==> config.mk <==
export PLATFORM = sky130hd
export DESIGN_NAME = serial_lsu_top
export DESIGN_NICKNAME = d
export VERILOG_FILES = /design/src/common/bus_pkg.sv /design/src/common/lsu_pkg.sv /design/src/hdl/bus_data_port.sv /design/src/hdl/lsu_sequencer.sv /design/src/hdl/serial_lsu_top.sv /design/src/mem_if/serial_mem_if.sv
export VERILOG_INCLUDE_DIRS = /design/src /design/src/common
export SDC_FILE = /design/constraint.sdc
export NUM_CORES = 1
export LEC_CHECK = 0
export BUFFER_PORTS_ARGS = -buffer_cell sky130_fd_sc_hd__buf_2
export CAP_MARGIN = 20
export CORE_ASPECT_RATIO = 2
export CORE_MARGIN = 2
export CORE_UTILIZATION = 50
export DETAILED_ROUTE_END_ITERATION = 6
export PLACE_DENSITY = 0.9
export SLEW_MARGIN = 25
export SYNTH_ARGS = -nofsm -noshare
export SYNTH_HDL_FRONTEND = slang
export SYNTH_SLANG_ARGS = --single-unit
==> constraint.sdc <==
create_clock -name i_clk -period 2.4 [get_ports i_clk]
set_input_delay 0.12 -clock i_clk [delete_from_list [all_inputs] [get_ports i_clk]]
set_output_delay 0.12 -clock i_clk [all_outputs]
set_load 0.005 [all_outputs]
==> src/common/lsu_cfg.svh <==
`ifndef LSU_CFG_SVH
`define LSU_CFG_SVH

// width of the data register and of the bus word.
`define LSU_XLEN 32

// the serial bit counter walks through one data word, so 2**5 = 32 steps.
`define LSU_CNT_W 5

// set to 0 to let misaligned half and word accesses go out on the bus.
`define LSU_WITH_MISALIGN 1

`endif

==> src/common/bus_pkg.sv <==
`include "lsu_cfg.svh"

package bus_pkg;

   // one data bus word.
   typedef logic [`LSU_XLEN-1:0] bus_word_t;

   // one select bit per byte lane of the bus word.
   typedef logic [`LSU_XLEN/8-1:0] bus_sel_t;

endpackage

==> src/common/lsu_pkg.sv <==
package lsu_pkg;

   // operation requested by the command strobe.
   typedef enum logic [1:0] {
      LSU_LOAD  = 2'd0,
      LSU_STORE = 2'd1,
      LSU_SHIFT = 2'd2
   } lsu_op_t;

   // access size of a load or store.
   typedef enum logic [1:0] {
      SZ_BYTE = 2'd0,
      SZ_HALF = 2'd1,
      SZ_WORD = 2'd2
   } lsu_size_t;

   typedef logic [1:0] lsb_t;     // low two address bits, the byte offset.
   typedef logic [1:0] bytecnt_t; // byte index within the serial word.

   // phases of the serial sequencer.
   typedef enum logic [2:0] {
      PH_IDLE = 3'd0, // waiting for a command strobe.
      PH_INIT = 3'd1, // operand shifts in, 32 cycles.
      PH_BUS  = 3'd2, // bus cycle open, waiting for the acknowledge.
      PH_EXEC = 3'd3, // load data shifts out or the shift amount counts down.
      PH_DONE = 3'd4  // one cycle completion pulse.
   } phase_t;

endpackage

==> src/hdl/bus_data_port.sv <==
`timescale 1ns/1ns

module bus_data_port (
   input  logic i_clk,
   input  logic i_rst_n,
   input  logic i_bus_req,
   input  logic i_bus_we,
   input  logic i_wb_ack,
   output logic o_wb_cyc,
   output logic o_wb_we
);

   logic cyc_r;
   logic we_r;

   // the cycle opens one clock after the request and closes on the
   // clock that sees the acknowledge.
   always_ff @(posedge i_clk or negedge i_rst_n) begin
      if (!i_rst_n) begin
         cyc_r <= 1'b0;
         we_r  <= 1'b0;
      end else if (cyc_r) begin
         if (i_wb_ack) begin // slave has taken or returned the word.
            cyc_r <= 1'b0;
            we_r  <= 1'b0;
         end
      end else if (i_bus_req) begin
         cyc_r <= 1'b1;
         we_r  <= i_bus_we;  // held until the acknowledge.
      end
      // an acknowledge with no open cycle falls through untouched.
   end

   assign o_wb_cyc = cyc_r;
   assign o_wb_we  = we_r;

endmodule

==> src/hdl/lsu_sequencer.sv <==
`timescale 1ns/1ns
`include "lsu_cfg.svh"

module lsu_sequencer (
   input  logic               i_clk,
   input  logic               i_rst_n,
   input  logic               i_cmd_valid,
   input  lsu_pkg::lsu_op_t   i_cmd_op,
   input  lsu_pkg::lsu_size_t i_cmd_size,
   input  logic               i_cmd_signed,
   input  lsu_pkg::lsb_t      i_cmd_lsb,
   input  logic               i_misalign,
   input  logic               i_sh_done,
   input  logic               i_wb_ack,
   output logic               o_en,
   output logic               o_init,
   output logic               o_cnt_done,
   output lsu_pkg::bytecnt_t  o_bytecnt,
   output lsu_pkg::lsb_t      o_lsb,
   output logic               o_word,
   output logic               o_half,
   output logic               o_signed,
   output logic               o_shift_op,
   output logic               o_bus_req,
   output logic               o_bus_we,
   output logic               o_busy,
   output logic               o_done,
   output logic               o_misalign_trap,
   output logic               o_rd_valid,
   output logic               o_shift_active
);

   lsu_pkg::phase_t       state;
   lsu_pkg::phase_t       state_nxt;
   logic [`LSU_CNT_W-1:0] cnt;       // serial bit counter.
   lsu_pkg::lsu_op_t      op_r;
   lsu_pkg::lsu_size_t    size_r;
   logic                  signed_r;
   lsu_pkg::lsb_t         lsb_r;
   logic                  trap_r;
   logic                  accept;
   logic                  last_init;
   logic                  is_mem;

   // a strobe is only taken while idle, later ones are dropped.
   assign accept    = i_cmd_valid & (state == lsu_pkg::PH_IDLE);
   assign o_cnt_done = &cnt;                                   // counter at 31.
   assign last_init = (state == lsu_pkg::PH_INIT) & o_cnt_done;
   assign is_mem    = (op_r != lsu_pkg::LSU_SHIFT);           // load or store.

   always_comb begin
      state_nxt = state;
      case (state)
         lsu_pkg::PH_IDLE: begin
            if (accept) state_nxt = lsu_pkg::PH_INIT;
         end
         lsu_pkg::PH_INIT: begin
            // the misalign flag is only meaningful once init has finished.
            if (o_cnt_done) begin
               if (!is_mem)
                  state_nxt = lsu_pkg::PH_EXEC;
               else if (i_misalign)
                  state_nxt = lsu_pkg::PH_DONE;
               else
                  state_nxt = lsu_pkg::PH_BUS;
            end
         end
         lsu_pkg::PH_BUS: begin
            if (i_wb_ack)
               state_nxt = (op_r == lsu_pkg::LSU_LOAD) ? lsu_pkg::PH_EXEC : lsu_pkg::PH_DONE;
         end
         lsu_pkg::PH_EXEC: begin
            // a shift stops when the countdown wraps, a load after 32 bits.
            if (o_shift_active ? i_sh_done : o_cnt_done) state_nxt = lsu_pkg::PH_DONE;
         end
         lsu_pkg::PH_DONE: state_nxt = lsu_pkg::PH_IDLE;
         default:          state_nxt = lsu_pkg::PH_IDLE;
      endcase
   end

   always_ff @(posedge i_clk or negedge i_rst_n) begin
      if (!i_rst_n) begin
         state  <= lsu_pkg::PH_IDLE;
         cnt    <= '0;
         op_r   <= lsu_pkg::LSU_LOAD;
         trap_r <= 1'b0;
      end else begin
         state <= state_nxt;
         if (accept) begin
            cnt  <= '0;       // every command starts at bit 0.
            op_r <= i_cmd_op;
         end else if (o_en) begin
            cnt <= cnt + 1'b1; // wraps to 0 at the end of init, ready for execute.
         end
         // high for exactly the done cycle that follows a trapped access.
         trap_r <= last_init & is_mem & i_misalign;
      end
   end

   // the remaining command fields are plain payload.
   always_ff @(posedge i_clk) begin
      if (accept) begin
         size_r   <= i_cmd_size;
         signed_r <= i_cmd_signed;
         lsb_r    <= i_cmd_lsb;
      end
   end

   assign o_en      = (state == lsu_pkg::PH_INIT) | (state == lsu_pkg::PH_EXEC);
   assign o_init    = (state == lsu_pkg::PH_INIT);
   assign o_bytecnt = cnt[`LSU_CNT_W-1 -: 2]; // upper two bits select the byte.
   assign o_lsb     = lsb_r;
   assign o_word    = (size_r == lsu_pkg::SZ_WORD);
   assign o_half    = (size_r == lsu_pkg::SZ_HALF);
   assign o_signed  = signed_r;
   assign o_shift_op = !is_mem;

   // the port turns this one cycle request into the held bus cycle.
   assign o_bus_req = last_init & is_mem & !i_misalign;
   assign o_bus_we  = (op_r == lsu_pkg::LSU_STORE);

   assign o_busy          = (state != lsu_pkg::PH_IDLE);
   assign o_done          = (state == lsu_pkg::PH_DONE);
   assign o_misalign_trap = trap_r;
   assign o_shift_active  = (state == lsu_pkg::PH_EXEC) & o_shift_op;
   assign o_rd_valid      = (state == lsu_pkg::PH_EXEC) & !o_shift_op; // load result bits.

endmodule

==> src/hdl/serial_lsu_top.sv <==
`timescale 1ns/1ns

module serial_lsu_top (
   input  logic               i_clk,
   input  logic               i_rst_n,
   input  logic               i_cmd_valid,
   input  lsu_pkg::lsu_op_t   i_cmd_op,
   input  lsu_pkg::lsu_size_t i_cmd_size,
   input  logic               i_cmd_signed,
   input  lsu_pkg::lsb_t      i_cmd_lsb,
   input  logic               i_op_b,
   input  bus_pkg::bus_word_t i_wb_rdt,
   input  logic               i_wb_ack,
   output logic               o_busy,
   output logic               o_done,
   output logic               o_misalign,
   output logic               o_init,
   output logic               o_rd,
   output logic               o_rd_valid,
   output logic               o_sh_done,
   output logic               o_wb_cyc,
   output logic               o_wb_we,
   output bus_pkg::bus_word_t o_wb_dat,
   output bus_pkg::bus_sel_t  o_wb_sel
);

   logic              en;
   logic              cnt_done;
   lsu_pkg::bytecnt_t bytecnt;
   lsu_pkg::lsb_t     lsb;
   logic              word;
   logic              half;
   logic              sgn;
   logic              shift_op;
   logic              misalign;   // raw offset check from the data register block.
   logic              bus_req;
   logic              bus_we;

   lsu_sequencer u_seq (
      .i_clk           (i_clk),
      .i_rst_n         (i_rst_n),
      .i_cmd_valid     (i_cmd_valid),
      .i_cmd_op        (i_cmd_op),
      .i_cmd_size      (i_cmd_size),
      .i_cmd_signed    (i_cmd_signed),
      .i_cmd_lsb       (i_cmd_lsb),
      .i_misalign      (misalign),
      .i_sh_done       (o_sh_done),
      .i_wb_ack        (i_wb_ack),
      .o_en            (en),
      .o_init          (o_init),
      .o_cnt_done      (cnt_done),
      .o_bytecnt       (bytecnt),
      .o_lsb           (lsb),
      .o_word          (word),
      .o_half          (half),
      .o_signed        (sgn),
      .o_shift_op      (shift_op),
      .o_bus_req       (bus_req),
      .o_bus_we        (bus_we),
      .o_busy          (o_busy),
      .o_done          (o_done),
      .o_misalign_trap (o_misalign),
      .o_rd_valid      (o_rd_valid),
      .o_shift_active  ()           // countdown status is not needed outside.
   );

   serial_mem_if u_mem_if (
      .i_clk      (i_clk),
      .i_en       (en),
      .i_init     (o_init),
      .i_cnt_done (cnt_done),
      .i_bytecnt  (bytecnt),
      .i_lsb      (lsb),
      .i_shift_op (shift_op),
      .i_signed   (sgn),
      .i_word     (word),
      .i_half     (half),
      .i_op_b     (i_op_b),
      .i_wb_rdt   (i_wb_rdt),
      .i_wb_ack   (i_wb_ack),
      .o_misalign (misalign),
      .o_sh_done  (o_sh_done),
      .o_rd       (o_rd),
      .o_wb_dat   (o_wb_dat),
      .o_wb_sel   (o_wb_sel)
   );

   // the acknowledge from outside goes straight to all three blocks.
   bus_data_port u_port (
      .i_clk     (i_clk),
      .i_rst_n   (i_rst_n),
      .i_bus_req (bus_req),
      .i_bus_we  (bus_we),
      .i_wb_ack  (i_wb_ack),
      .o_wb_cyc  (o_wb_cyc),
      .o_wb_we   (o_wb_we)
   );

endmodule

==> src/mem_if/serial_mem_if.sv <==
`timescale 1ns/1ns
`include "lsu_cfg.svh"

module serial_mem_if (
   input  logic                i_clk,
   input  logic                i_en,
   input  logic                i_init,
   input  logic                i_cnt_done,
   input  lsu_pkg::bytecnt_t   i_bytecnt,
   input  lsu_pkg::lsb_t       i_lsb,
   input  logic                i_shift_op,
   input  logic                i_signed,
   input  logic                i_word,
   input  logic                i_half,
   input  logic                i_op_b,
   input  bus_pkg::bus_word_t  i_wb_rdt,
   input  logic                i_wb_ack,
   output logic                o_misalign,
   output logic                o_sh_done,
   output logic                o_rd,
   output bus_pkg::bus_word_t  o_wb_dat,
   output bus_pkg::bus_sel_t   o_wb_sel
);

   bus_pkg::bus_word_t dat;       // shared store, load and shift register.
   logic               signbit;   // last valid bit of a load, used for sign extension.
   logic               byte_valid;
   logic               dat_en;
   logic               dat_cur;
   logic               dat_valid;
   logic [5:0]         dat_shamt;
   bus_pkg::bus_sel_t  size_mask;

   // during a store the operand only moves while lsb + bytecnt stays below 4.
   // the bytes that would fall off the top are never shifted in, so the data
   // ends up left aligned by 8*lsb when init is over.
   assign byte_valid = ({1'b0, i_lsb} + {1'b0, i_bytecnt}) < 3'd4;

   assign dat_en = i_en & (i_shift_op | byte_valid);

   // the selected byte sits at bit 8*lsb and shifts down through that tap.
   assign dat_cur = dat[{i_lsb, 3'b000}];

   // bits still inside the access size. beyond them the output is extension.
   assign dat_valid = i_word | (i_bytecnt == 2'b00) | (i_half & !i_bytecnt[1]);

   assign o_rd = dat_valid ? dat_cur : (signbit & i_signed);

   // outside execute of a shift the low six bits simply shift with the rest.
   // at the end of init bit 5 is cleared so only the five bit amount remains.
   always_comb begin
      if (i_shift_op & !i_init)
         dat_shamt = dat[5:0] - 6'd1; // countdown of the shift amount.
      else
         dat_shamt = {dat[6] & !(i_shift_op & i_cnt_done), dat[5:1]};
   end

   // the borrow into bit 5 marks the last countdown step.
   assign o_sh_done = i_en & i_shift_op & !i_init & dat_shamt[5];

   always_ff @(posedge i_clk) begin
      if (i_wb_ack)
         dat <= i_wb_rdt;                                    // load word from the bus.
      else if (dat_en)
         dat <= {i_op_b, dat[`LSU_XLEN-1:7], dat_shamt};     // serial shift right.

      if (i_en & dat_valid)
         signbit <= dat_cur;
   end

   assign o_wb_dat = dat;

   // lanes covered by the access, moved up to the byte offset.
   always_comb begin
      if (i_word)
         size_mask = 4'b1111;
      else if (i_half)
         size_mask = 4'b0011;
      else
         size_mask = 4'b0001;
   end

   assign o_wb_sel = size_mask << i_lsb;

   // a half must sit on an even offset, a word on offset 0.
   // the flag is only looked at after init, when the command fields are settled.
   assign o_misalign = (`LSU_WITH_MISALIGN != 0) &&
                       ((i_lsb[0] & (i_word | i_half)) | (i_lsb[1] & i_word));

endmodule

# Word-level counts from Yosys, hierarchy flattened
# Index checks and enable logic that the tools add are counted.
[word_totals] regBits=51 elab_cells=95
[op_classes] eq_ne=13 reduce_logical=15 n_addsub=3 muxes=25 shifts=1 n_bitwise=25 magnitude_cmp=2
[op_table] operator="32-bit two-way mux" n=2
[op_table] operator="3-bit two-way mux" n=7
[op_table] operator="1-bit AND" n=19
[op_table] operator="3-bit one-hot mux with 4 select lines" n=1
[op_table] operator="5-bit two-way mux" n=2
[op_table] operator="1-bit two-way mux" n=9
[op_table] operator="2-bit inequality test (second input constant)" n=4
[op_table] operator="3-bit by 2-bit == test with 1-bit output (second input constant)" n=2
[op_table] operator="5-bit by 6-bit < comparator with 1-bit output (second input constant)" n=1
[op_table] operator="6-bit two-way mux" n=1
[op_table] operator="1-bit bitwise OR" n=6
[op_table] operator="2-bit nonzero test" n=3
[op_table] operator="6-bit by 1-bit subtractor with 6-bit output (second input constant)" n=1
[op_table] operator="5-bit by 1-bit adder with 5-bit output (second input constant)" n=1
[op_table] operator="1-bit logical NOT" n=5
[op_table] operator="5-bit AND reduction" n=1
[op_table] operator="2-bit by 1-bit == test with 1-bit output (second input constant)" n=2
[op_table] operator="2-bit logical NOT" n=2
[op_table] operator="4-bit two-way mux" n=1
[op_table] operator="2-bit by 1-bit inequality test with 1-bit output (second input constant)" n=2
[op_table] operator="4-bit AND reduction" n=1
[op_table] operator="4-bit by 2-bit left shift with 4-bit output" n=1
[op_table] operator="2-bit by 2-bit adder with 3-bit output" n=1
[op_table] operator="3-bit by 1-bit == test with 1-bit output (second input constant)" n=1
[op_table] operator="8 further kinds" n=8

# Longest topological paths before layout
# Gate-level depths: netlist (run 1).
[logic_depth] word_depth=10 depth_mapped=7

# By module
# Synthesis (run 1) repeated with hierarchy kept, for this count alone.
[hier_totals] hier_cells=209 area_unflattened_um2=2626.3
[by_module_without_submodules] mod="serial_mem_if" instances=1 cells_each=124 area_per_inst_um2=1702.9
[by_module_without_submodules] mod="lsu_sequencer" instances=1 cells_each=78 area_per_inst_um2=844.6
[by_module_without_submodules] mod="bus_data_port" instances=1 cells_each=7 area_per_inst_um2=78.8

# Worst setup path before layout (run 1)
# OpenSTA, ideal clock, no wires.
[synth_timing] kind="register to register" start="register u_seq.state[2]" end="register u_mem_if.dat[0], in the netlist u_mem_if.o_wb_dat[0] (enable)" arrival_time_ps=1679 setup_ps=389 path_buffers=1 path_stages_with_launch=5 synth_period_minus_slack_ps=2068 slack_ps=332 cell_sequence="dfrtp_1 -> and2b_1 -> clkbuf_1 -> o21ai_0 -> nand2_1"
[synth_via] elab_chain_len=4 word_cells_on_any_way=5 cone_classes="eq/ne (2); bitwise (2); reduce/logical (1)"
[synth_lines] element="start, declared" line="lsu_sequencer.sv:33" rtl="lsu_pkg::phase_t state;"
[synth_lines] element="start signal, assigned" line="lsu_sequencer.sv:83" rtl="state <= lsu_pkg::PH_IDLE;"
[synth_lines] element="start signal, assigned" line="lsu_sequencer.sv:88" rtl="state <= state_nxt;"
[synth_lines] element="3-bit by 1-bit == test with 1-bit output or 3-bit by 2-bit == test with 1-bit output (tied branches)" line="lsu_sequencer.sv:109" rtl="assign o_en = (state == lsu_pkg::PH_INIT) | (state == lsu_pkg::PH_EXEC);"
[synth_lines] element="1-bit bitwise OR (*)" line="lsu_sequencer.sv:109"
[synth_lines] element="1-bit AND (*)" line="serial_mem_if.sv:39" rtl="assign dat_en = i_en & (i_shift_op | byte_valid);"
[synth_lines] element="2-bit nonzero test (no line) (*)"
[synth_lines] element="end signal, assigned" line="serial_mem_if.sv:63" rtl="dat <= i_wb_rdt;"
[synth_lines] element="end signal, assigned" line="serial_mem_if.sv:65" rtl="dat <= {i_op_b, dat[`LSU_XLEN-1:7], dat_shamt};"
[synth_lines] element="end, declared" line="serial_mem_if.sv:25" rtl="bus_pkg::bus_word_t dat;"
# Every way passes the cells marked *; elsewhere a longest branch is shown, timed or not.
# A chain may end at the register's enable or synchronous reset.

# Final worst setup path (run 1)
[layout_timing] start="register u_seq.cnt[0]" end="register u_seq.state[1]"
[layout_via] elab_chain_len=9 word_cells_on_any_way=10 cone_classes="eq/ne (2); mux (2); bitwise (3); reduce/logical (3)"
[layout_lines] element="start, declared" line="lsu_sequencer.sv:35" rtl="logic [`LSU_CNT_W-1:0] cnt;"
[layout_lines] element="start signal, assigned" line="lsu_sequencer.sv:93" rtl="cnt <= cnt + 1'b1;"
[layout_lines] element="5-bit AND reduction (*)" line="lsu_sequencer.sv:47" rtl="assign o_cnt_done = &cnt;"
[layout_lines] element="1-bit AND" line="serial_mem_if.sv:55" rtl="dat_shamt = {dat[6] & !(i_shift_op & i_cnt_done), dat[5:1]};"
[layout_lines] element="1-bit logical NOT" line="serial_mem_if.sv:55"
[layout_lines] element="1-bit AND" line="serial_mem_if.sv:55"
[layout_lines] element="6-bit two-way mux" line="serial_mem_if.sv:52" rtl="if (i_shift_op & !i_init)"
[layout_lines] element="1-bit AND" line="serial_mem_if.sv:59" rtl="assign o_sh_done = i_en & i_shift_op & !i_init & dat_shamt[5];"
[layout_lines] element="1-bit two-way mux" line="lsu_sequencer.sv:74" rtl="if (o_shift_active ? i_sh_done : o_cnt_done) state_nxt = lsu_pkg::PH_DONE;"
[layout_lines] element="2-bit by 1-bit inequality test with 1-bit output (no line)"
[layout_lines] element="4-bit AND reduction (no line) (*)"
# Marks and branches as above.

==> impl_metrics.py, run 1 <==
metrics = {
    "synthesis": {
        "syn_inst": 213,
        "syn_area_per_cell_sq_um": 12.3,
        "ys_seq_area_share_pct": 56.2,
        "synthFlopType": "edfxtp_1",
        "async_flop_share_pct": 25.5,
        "synthesis.area_sq_um": 2610,
        "ys_warn_count": 0,
        "ys_seq_elements": 51,
        "syn_nets": 263,
        "synth_edf_count": 38,
        "synth_cell_types": 44,
    },
    "worst_hold_path": {
        "hold_class": "in2reg",
        "hold_depth": 2,
        "hold_end": "u_seq.op_r[1]$_DFFE_PN0P_",
        "min_from": "i_cmd_op[1]",
    },
    "routing": {
        "drc": 0,
        "ant_nets": 0,
        "routed_via_density": 5.74,
        "dr.first_iter.drc_count": 84,
        "wl_per_cell_microns": 17.7,
        "wirelength_microns": 6500,
        "num_vias": 2107,
        "drtPass1Iterations": 4,
    },
    "final_layout": {
        "post-route-util_pct": 64.2,
        "nets": 358,
        "drive_gt1_share_pct": 42.7,
        "antenna_cells": 0,
        "syn2layout_area_growth_pct": 25.2,
    },
    "critical_path": {
        "r2r-start": "u_seq.cnt[0]$_DFFE_PN0P_",
        "r2r_setup_slack_ns": 0.38,
        "start_kind": "flip-flop",
        "rr_worst_depth": 7,
        "crit_path_end_kind": "flip-flop",
        "cp_max_fo": 6,
        "critPathRequiredTime_ns": 2.59,
        "crit_type": "reg2reg",
        "r2r-end": "u_seq.state[1]$_DFFE_PN0P_",
        "crit_arrival_ns": 2.21,
    },
    "placement": {
        "dp_hpwl_microns": 4740,
        "io_buffers": 88,
        "gp_congestion": 0.960,
        "place_ws_ns": 0.448,
    },
    "floorplan": {
        "rows": 37,
        "die_x_microns": 55.1,
        "io_pins": 89,
        "coreArea_sq_um": 5090,
        "fp.dieArea_sq_um": 5850,
        "die_y_microns": 106,
        "initial_core_util_pct": 51.3,
    },
    "global_route": {
        "grt_pass1_vias": 2171,
        "grt_max_degree": 33,
        "grt_pass1_wl_microns": 10400,
        "track_usage_pct": 25.0,
        "antenna_found_initial": 0,
        "gr-total-overflow": 0,
    },
    "timing": {
        "finalSetupTns_ns": 0,
        "slew_violations": 0,
        "max_freq_ghz": 0.495,
        "hold_violations": 0,
        "period_minus_slack_ns": 2.02,
        "setup_viol": 0,
        "skew_ns": 0.00616,
        "fin_crit_sh_pct": 84.1,
        "tightest_slew_ns": 0.447,
        "setup_ws_ns": 0.380,
        "relSlewSlack_pct": 70.1,
        "grt_setup_unrepaired": "no",
    },
    "cts": {
        "cts_max_path_buffers": 2,
        "cts_resized": 0,
        "cts_buffers": 5,
        "clk_latency_ns": 0.31,
        "htreeDepth": 2,
        "clkSlewWorstSetupHoldPaths_ns": 0.10,
        "cts_tree": "yes",
        "cts_sinks": 51,
        "cts-root-buf": "clkbuf_8",
    },
    "run_status": {
        "outcome": "finished clean",
    },
    "power_and_ir_drop": {
        "ir_worst_vdd_mv": 0.780,
        "power_uw": 3810,
        "p_leak_uw": 0.00142,
        "powerDensity_nw_per_um2": 1170,
    },
    "flow_run": {
        "max_cap_violations": 0,
    },
}
-- cell type report --
cell class,instances,area [sq um]
timing repair buffer,97,536
multi-input combinational,145,1080
inverter,8,30.0
clock buffer,6,72.6
fill,412,1820
clock inverter,2,12.5
sequential,51,1470
tap,58,72.6
-- logic make-up after synthesis --
logic type | synth area share [%]
AND/OR/NAND/NOR | 12.6
XOR/XNOR | 2.01
buffers and inverters | 2.49
AO/OA/AOI/OAI | 9.39
adder cells (fa/ha/maj) | 2.87
flip-flops | 56.2
multiplexers | 14.5
-- through the flow --
stage,instance area [sq um],instances,hold slack (ns)
2_1_floorplan,2610,213,-0.176
3_3_place_gp,3120,353,0.0206
3_5_place_dp,3120,353,0.0245
4_1_cts,3270,367,0.0271
5_1_grt,3270,367,0.0363
6_report,3270,367,0.0353
-- report_power, final --
part           total, uW  internal (uW)  switching [uW]
sequential          1770           1420             358
clock                500            205             296
combinational       1540            733             806
total               3810           2350            1460
-- state kept, by name (all words and copies together), names as in the netlist --
register / cells
u_mem_if.o_wb_dat: 32
u_seq.cnt: 5
u_seq.state: 3
u_seq.o_lsb: 2
u_seq.op_r: 2
u_seq.size_r: 2
u_mem_if.signbit: 1
u_port.o_wb_cyc: 1
u_port.o_wb_we: 1
u_seq.o_misalign_trap: 1
u_seq.o_signed: 1
-- worst max path at each step --
stage                     depth (start not counted)                            from  slack (ns)                              to
after global routing                              7        u_seq.cnt[0]$_DFFE_PN0P_         0.1      u_seq.state[1]$_DFFE_PN0P_
after detailed placement                          7        u_seq.cnt[0]$_DFFE_PN0P_        0.45      u_seq.state[1]$_DFFE_PN0P_
after CTS                                         5  u_mem_if.o_wb_dat[2]$_DFFE_PP_        0.41                       o_sh_done
after global placement                            6        u_seq.cnt[0]$_DFFE_PN0P_        0.57      u_port.o_wb_we$_DFFE_PN0P_
after floorplan                                   4      u_seq.state[2]$_DFFE_PN0P_        0.33  u_mem_if.o_wb_dat[0]$_DFFE_PP_
final                                             7        u_seq.cnt[0]$_DFFE_PN0P_        0.38      u_seq.state[1]$_DFFE_PN0P_
-- cell usage in the layout, fill, tap and decap left out, types with 4 or more instances in the layout --
master,netlist,final
nor2_1,14,14
nor2b_1,4,4
clkbuf_8,0,5
o21ai_0,10,10
ha_1,6,6
nor3_1,4,4
buf_2,1,88
nand2_1,16,16
dfrtp_1,13,13
nand2b_1,5,5
mux2_2,29,29
o31ai_1,4,4
edfxtp_1,38,38
inv_1,8,8
dlygate4sd3_1,0,6
a21oi_1,14,14
-- synthesized netlist by cell type (2+ instances only) --
cell type	count	area, sq um
a21oi_1	14	70.1
buf_1	3	11.3
clkbuf_1	5	18.8
dfrtp_1	13	325
edfxtp_1	38	1140
ha_1	6	75.1
inv_1	8	30.0
mux2_2	29	327
mux2i_1	3	30.0
nand2_1	16	60.1
nand2b_1	5	31.3
nor2_1	14	52.6
nor2b_1	4	25.0
nor3_1	4	20.0
nor3b_1	3	22.5
o21ai_0	10	50.1
o22ai_1	2	12.5
o31ai_1	4	30.0
or3_1	3	18.8
xnor2_1	3	26.3
xor2_1	3	26.3
-- layer usage --
metal	global-route usage [%]	vias to the layer above	routed length, microns
met5	0	-	0
met4	11.3	0	216
met3	4.78	15	307
met2	41.3	87	3550
met1	30.1	1032	2420
li1	-	973	-
-- critical path: stages (launching register included) --
cell	delay [ns]
dfrtp_1	0.41
ha_1	0.18
and3_1	0.15
ha_1	0.33
mux2i_1	0.13
a221oi_1	0.39
o21ai_0	0.17
o311ai_0	0.14
-- timing repair --
action,CTS,global route
hold buffers,6,0
endpoints found under the hold margin,18,0
setup buffers,0,0
(Power assumes the default switching activity.)
==> inputs of run 2 (changes only) <==
- ABC_AREA: not set -> 1
- PLACE_DENSITY: 0.9 -> 0.89
- clock period: 2.4 -> 2.1 ns (I/O delays scaled with it)
==> run 2 against run 1 <==
Net effect: synthesized cell count is 39% higher; cell area is 3.8% higher; worst setup slack worse by 0.23 ns; hold slack worse by 0.0077 ns; final cell count is 25% higher; critical path type is now reg2out; critical endpoint is now o_sh_done; largest cell class unchanged; largest power group unchanged.
==> impl_metrics.py, run 2 <==
metrics = {
    "routing": {
        "routed_via_density": 5.21,
        "ant_nets": 0,
        "drc": 0,
        "wl_per_cell_microns": 14.0,
        "dr.first_iter.drc_count": 122,
        "wirelength_microns": 6430,
        "num_vias": 2386,
        "drtPass1Iterations": 4,
    },
    "global_route": {
        "antenna_found_initial": 0,
        "grt_pass1_wl_microns": 10400,
        "grt_pass1_vias": 2373,
        "grt_max_degree": 39,
        "gr-total-overflow": 0,
        "track_usage_pct": 22.3,
    },
    "timing": {
        "period_minus_slack_ns": 1.95,
        "finalSetupTns_ns": 0,
        "relSlewSlack_pct": 61.4,
        "fin_crit_sh_pct": 92.8,
        "hold_violations": 0,
        "grt_setup_unrepaired": "no",
        "slew_violations": 0,
        "skew_ns": 0.0133,
        "worst_hold_slack_ns": 0.0276,
        "tightest_slew_ns": 0.578,
        "max_freq_ghz": 0.513,
        "setup_viol": 0,
    },
    "critical_path": {
        "crit_family": "flip-flops",
        "crit_path_end_kind": "output port",
        "cp_cell_sequence": "ha_1, inv_1, nor3_2, ha_2, inv_2, o211ai_2, nand2_1, inv_2, nor3_2, buf_2",
        "crit_arrival_ns": 1.84,
        "critPathBufInv": 4,
        "rr_worst_depth": 9,
        "critPathRequiredTime_ns": 2.00,
        "crit_path_top_delay_cell": "dfrtp_1",
        "critical-path-max-stage-delay_ns": 0.42,
        "cp_max_fo": 4,
        "start_kind": "flip-flop",
        "crit_type": "reg2out",
        "path_depth": 10,
    },
    "cts": {
        "clkSlewWorstSetupHoldPaths_ns": 0.10,
        "cts_sinks": 51,
        "clk_latency_ns": 0.31,
        "cts_max_path_buffers": 2,
        "htreeDepth": 2,
        "cts_tree": "yes",
        "cts-root-buf": "clkbuf_8",
        "cts_buffers": 5,
    },
    "floorplan": {
        "initial_core_util_pct": 51.6,
        "fp.dieArea_sq_um": 5940,
        "coreArea_sq_um": 5140,
        "rows": 37,
        "io_pins": 89,
        "die_x_microns": 55.5,
        "die_y_microns": 107,
    },
    "final_layout": {
        "drive_gt1_share_pct": 33.3,
        "largest_reg_flops": 32,
        "design_area_sq_um": 3390,
        "final_cell_mix": "111 x nand2_1, 88 x buf_2, 38 x edfxtp_1",
        "layout_commonest_cell": "nand2_1",
        "antenna_cells": 0,
        "syn2layout_area_growth_pct": 27.9,
        "nets": 449,
        "stdcell_count": 458,
        "post-route-util_pct": 66.0,
    },
    "worst_hold_path": {
        "hold_depth": 3,
        "hold_class": "in2reg",
    },
    "synthesis": {
        "ys_seq_elements": 51,
        "ys_top_cells_by_area": "edfxtp_1 43%, nand2_1 16%, dfrtp_1 12%",
        "synthFlopType": "edfxtp_1",
        "synthesis.area_sq_um": 2650,
        "synth.most_common_cell": "nand2_1",
        "synth_cell_types": 31,
        "ys_seq_area_share_pct": 55.3,
        "post-synth-top-area-fraction_pct": 43.0,
        "synth_edf_count": 38,
        "syn_area_per_cell_sq_um": 8.93,
        "syn_inst": 297,
        "synth_top_area_cell": "edfxtp_1",
        "ys_top_cells_by_count": "112 x nand2_1, 38 x edfxtp_1, 25 x inv_1",
        "async_flop_share_pct": 25.5,
        "ys_warn_count": 0,
        "syn_nets": 347,
    },
    "placement": {
        "io_buffers": 88,
        "dp_hpwl_microns": 4800,
        "placed_area_sq_um": 3180,
        "placed_cells": 440,
        "gp_congestion": 0.894,
    },
    "power_and_ir_drop": {
        "powerDensity_nw_per_um2": 1210,
        "p_leak_uw": 0.00171,
        "ir_worst_vdd_mv": 0.882,
    },
    "flow_run": {
        "max_cap_violations": 0,
    },
    "run_status": {
        "outcome": "finished clean",
    },
}
run 2: per-stage QoR:
step           total power, uW  setup slack [ns]
2_1_floorplan             2750             0.207
3_3_place_gp              3320             0.430
3_5_place_dp              3390             0.323
4_1_cts                   4070            0.0290
5_1_grt                   4400            0.0117
6_report                  4110             0.151
run 2: cells by family after synthesis:
family / Yosys count / share of synthesized area [%]
AOI/OAI and AO/OA: 39 / 8.02
xor gates and xnor gates: 2 / 0.661
adders and majority gates: 6 / 2.83
buffers and inverters: 39 / 5.66
DFF: 51 / 55.3
and+or+nand+nor: 160 / 27.5
run 2: worst register-to-register path: stages, from the launching register on:
cell and delay (ns):
dfrtp_1 0.40, ha_1 0.19, inv_1 0.07, nor3_2 0.11, ha_2 0.22, inv_2 0.06
nor3_2 0.20, nand3_1 0.15, o211ai_1 0.12, o31ai_1 0.10
run 2: area by class of cell:
| type | count | area (sq um) |
|---|---|---|
| clock buffer | 7 | 108 |
| clock inverter | 1 | 5.00 |
| fill | 427 | 1750 |
| inverter | 32 | 120 |
| multi-input combinational | 207 | 1040 |
| sequential | 51 | 1470 |
| tap | 58 | 72.6 |
| timing repair buffer | 102 | 576 |
run 2: power by group:
group,internal (uW),switching (uW)
Clock,338,336
Sequential,1510,288
Combinational,643,988
run 2: layer usage:
layer	track usage (%)	vias up	part of all wire, %
met4	11.1	0	3.6
met5	0	-	0
met3	4.70	22	4.3
met2	39.8	83	54
li1	-	1175	-
met1	24.6	1106	38
run 2: worst paths after layout:
| kind | end | start | slack [ns] |
|---|---|---|---|
| min reg2reg | u_mem_if.o_wb_dat[24]$_DFFE_PP_ | u_mem_if.o_wb_dat[25]$_DFFE_PP_ | 0.55 |
| min in group asynchronous | u_seq.cnt[1]$_DFFE_PN0P_ | i_rst_n | 0.20 |
| max reg2reg | u_port.o_wb_we$_DFFE_PN0P_ | u_seq.cnt[0]$_DFFE_PN0P_ | 0.36 |
| max | o_sh_done | u_seq.cnt[0]$_DFFE_PN0P_ | 0.15 |
| max in group asynchronous | u_seq.o_misalign_trap$_DFF_PN0_ | i_rst_n | 1.67 |
| min | u_seq.op_r[0]$_DFFE_PN0P_ | i_cmd_op[0] | 0.03 |
run 2: what timing repair did:
action | CTS | global route
setup endpoints to repair | 0 | 1
setup buffers | 0 | 3
endpoints found under the hold margin | 19 | 0
resized for setup | 0 | 3
hold buffers | 7 | 0
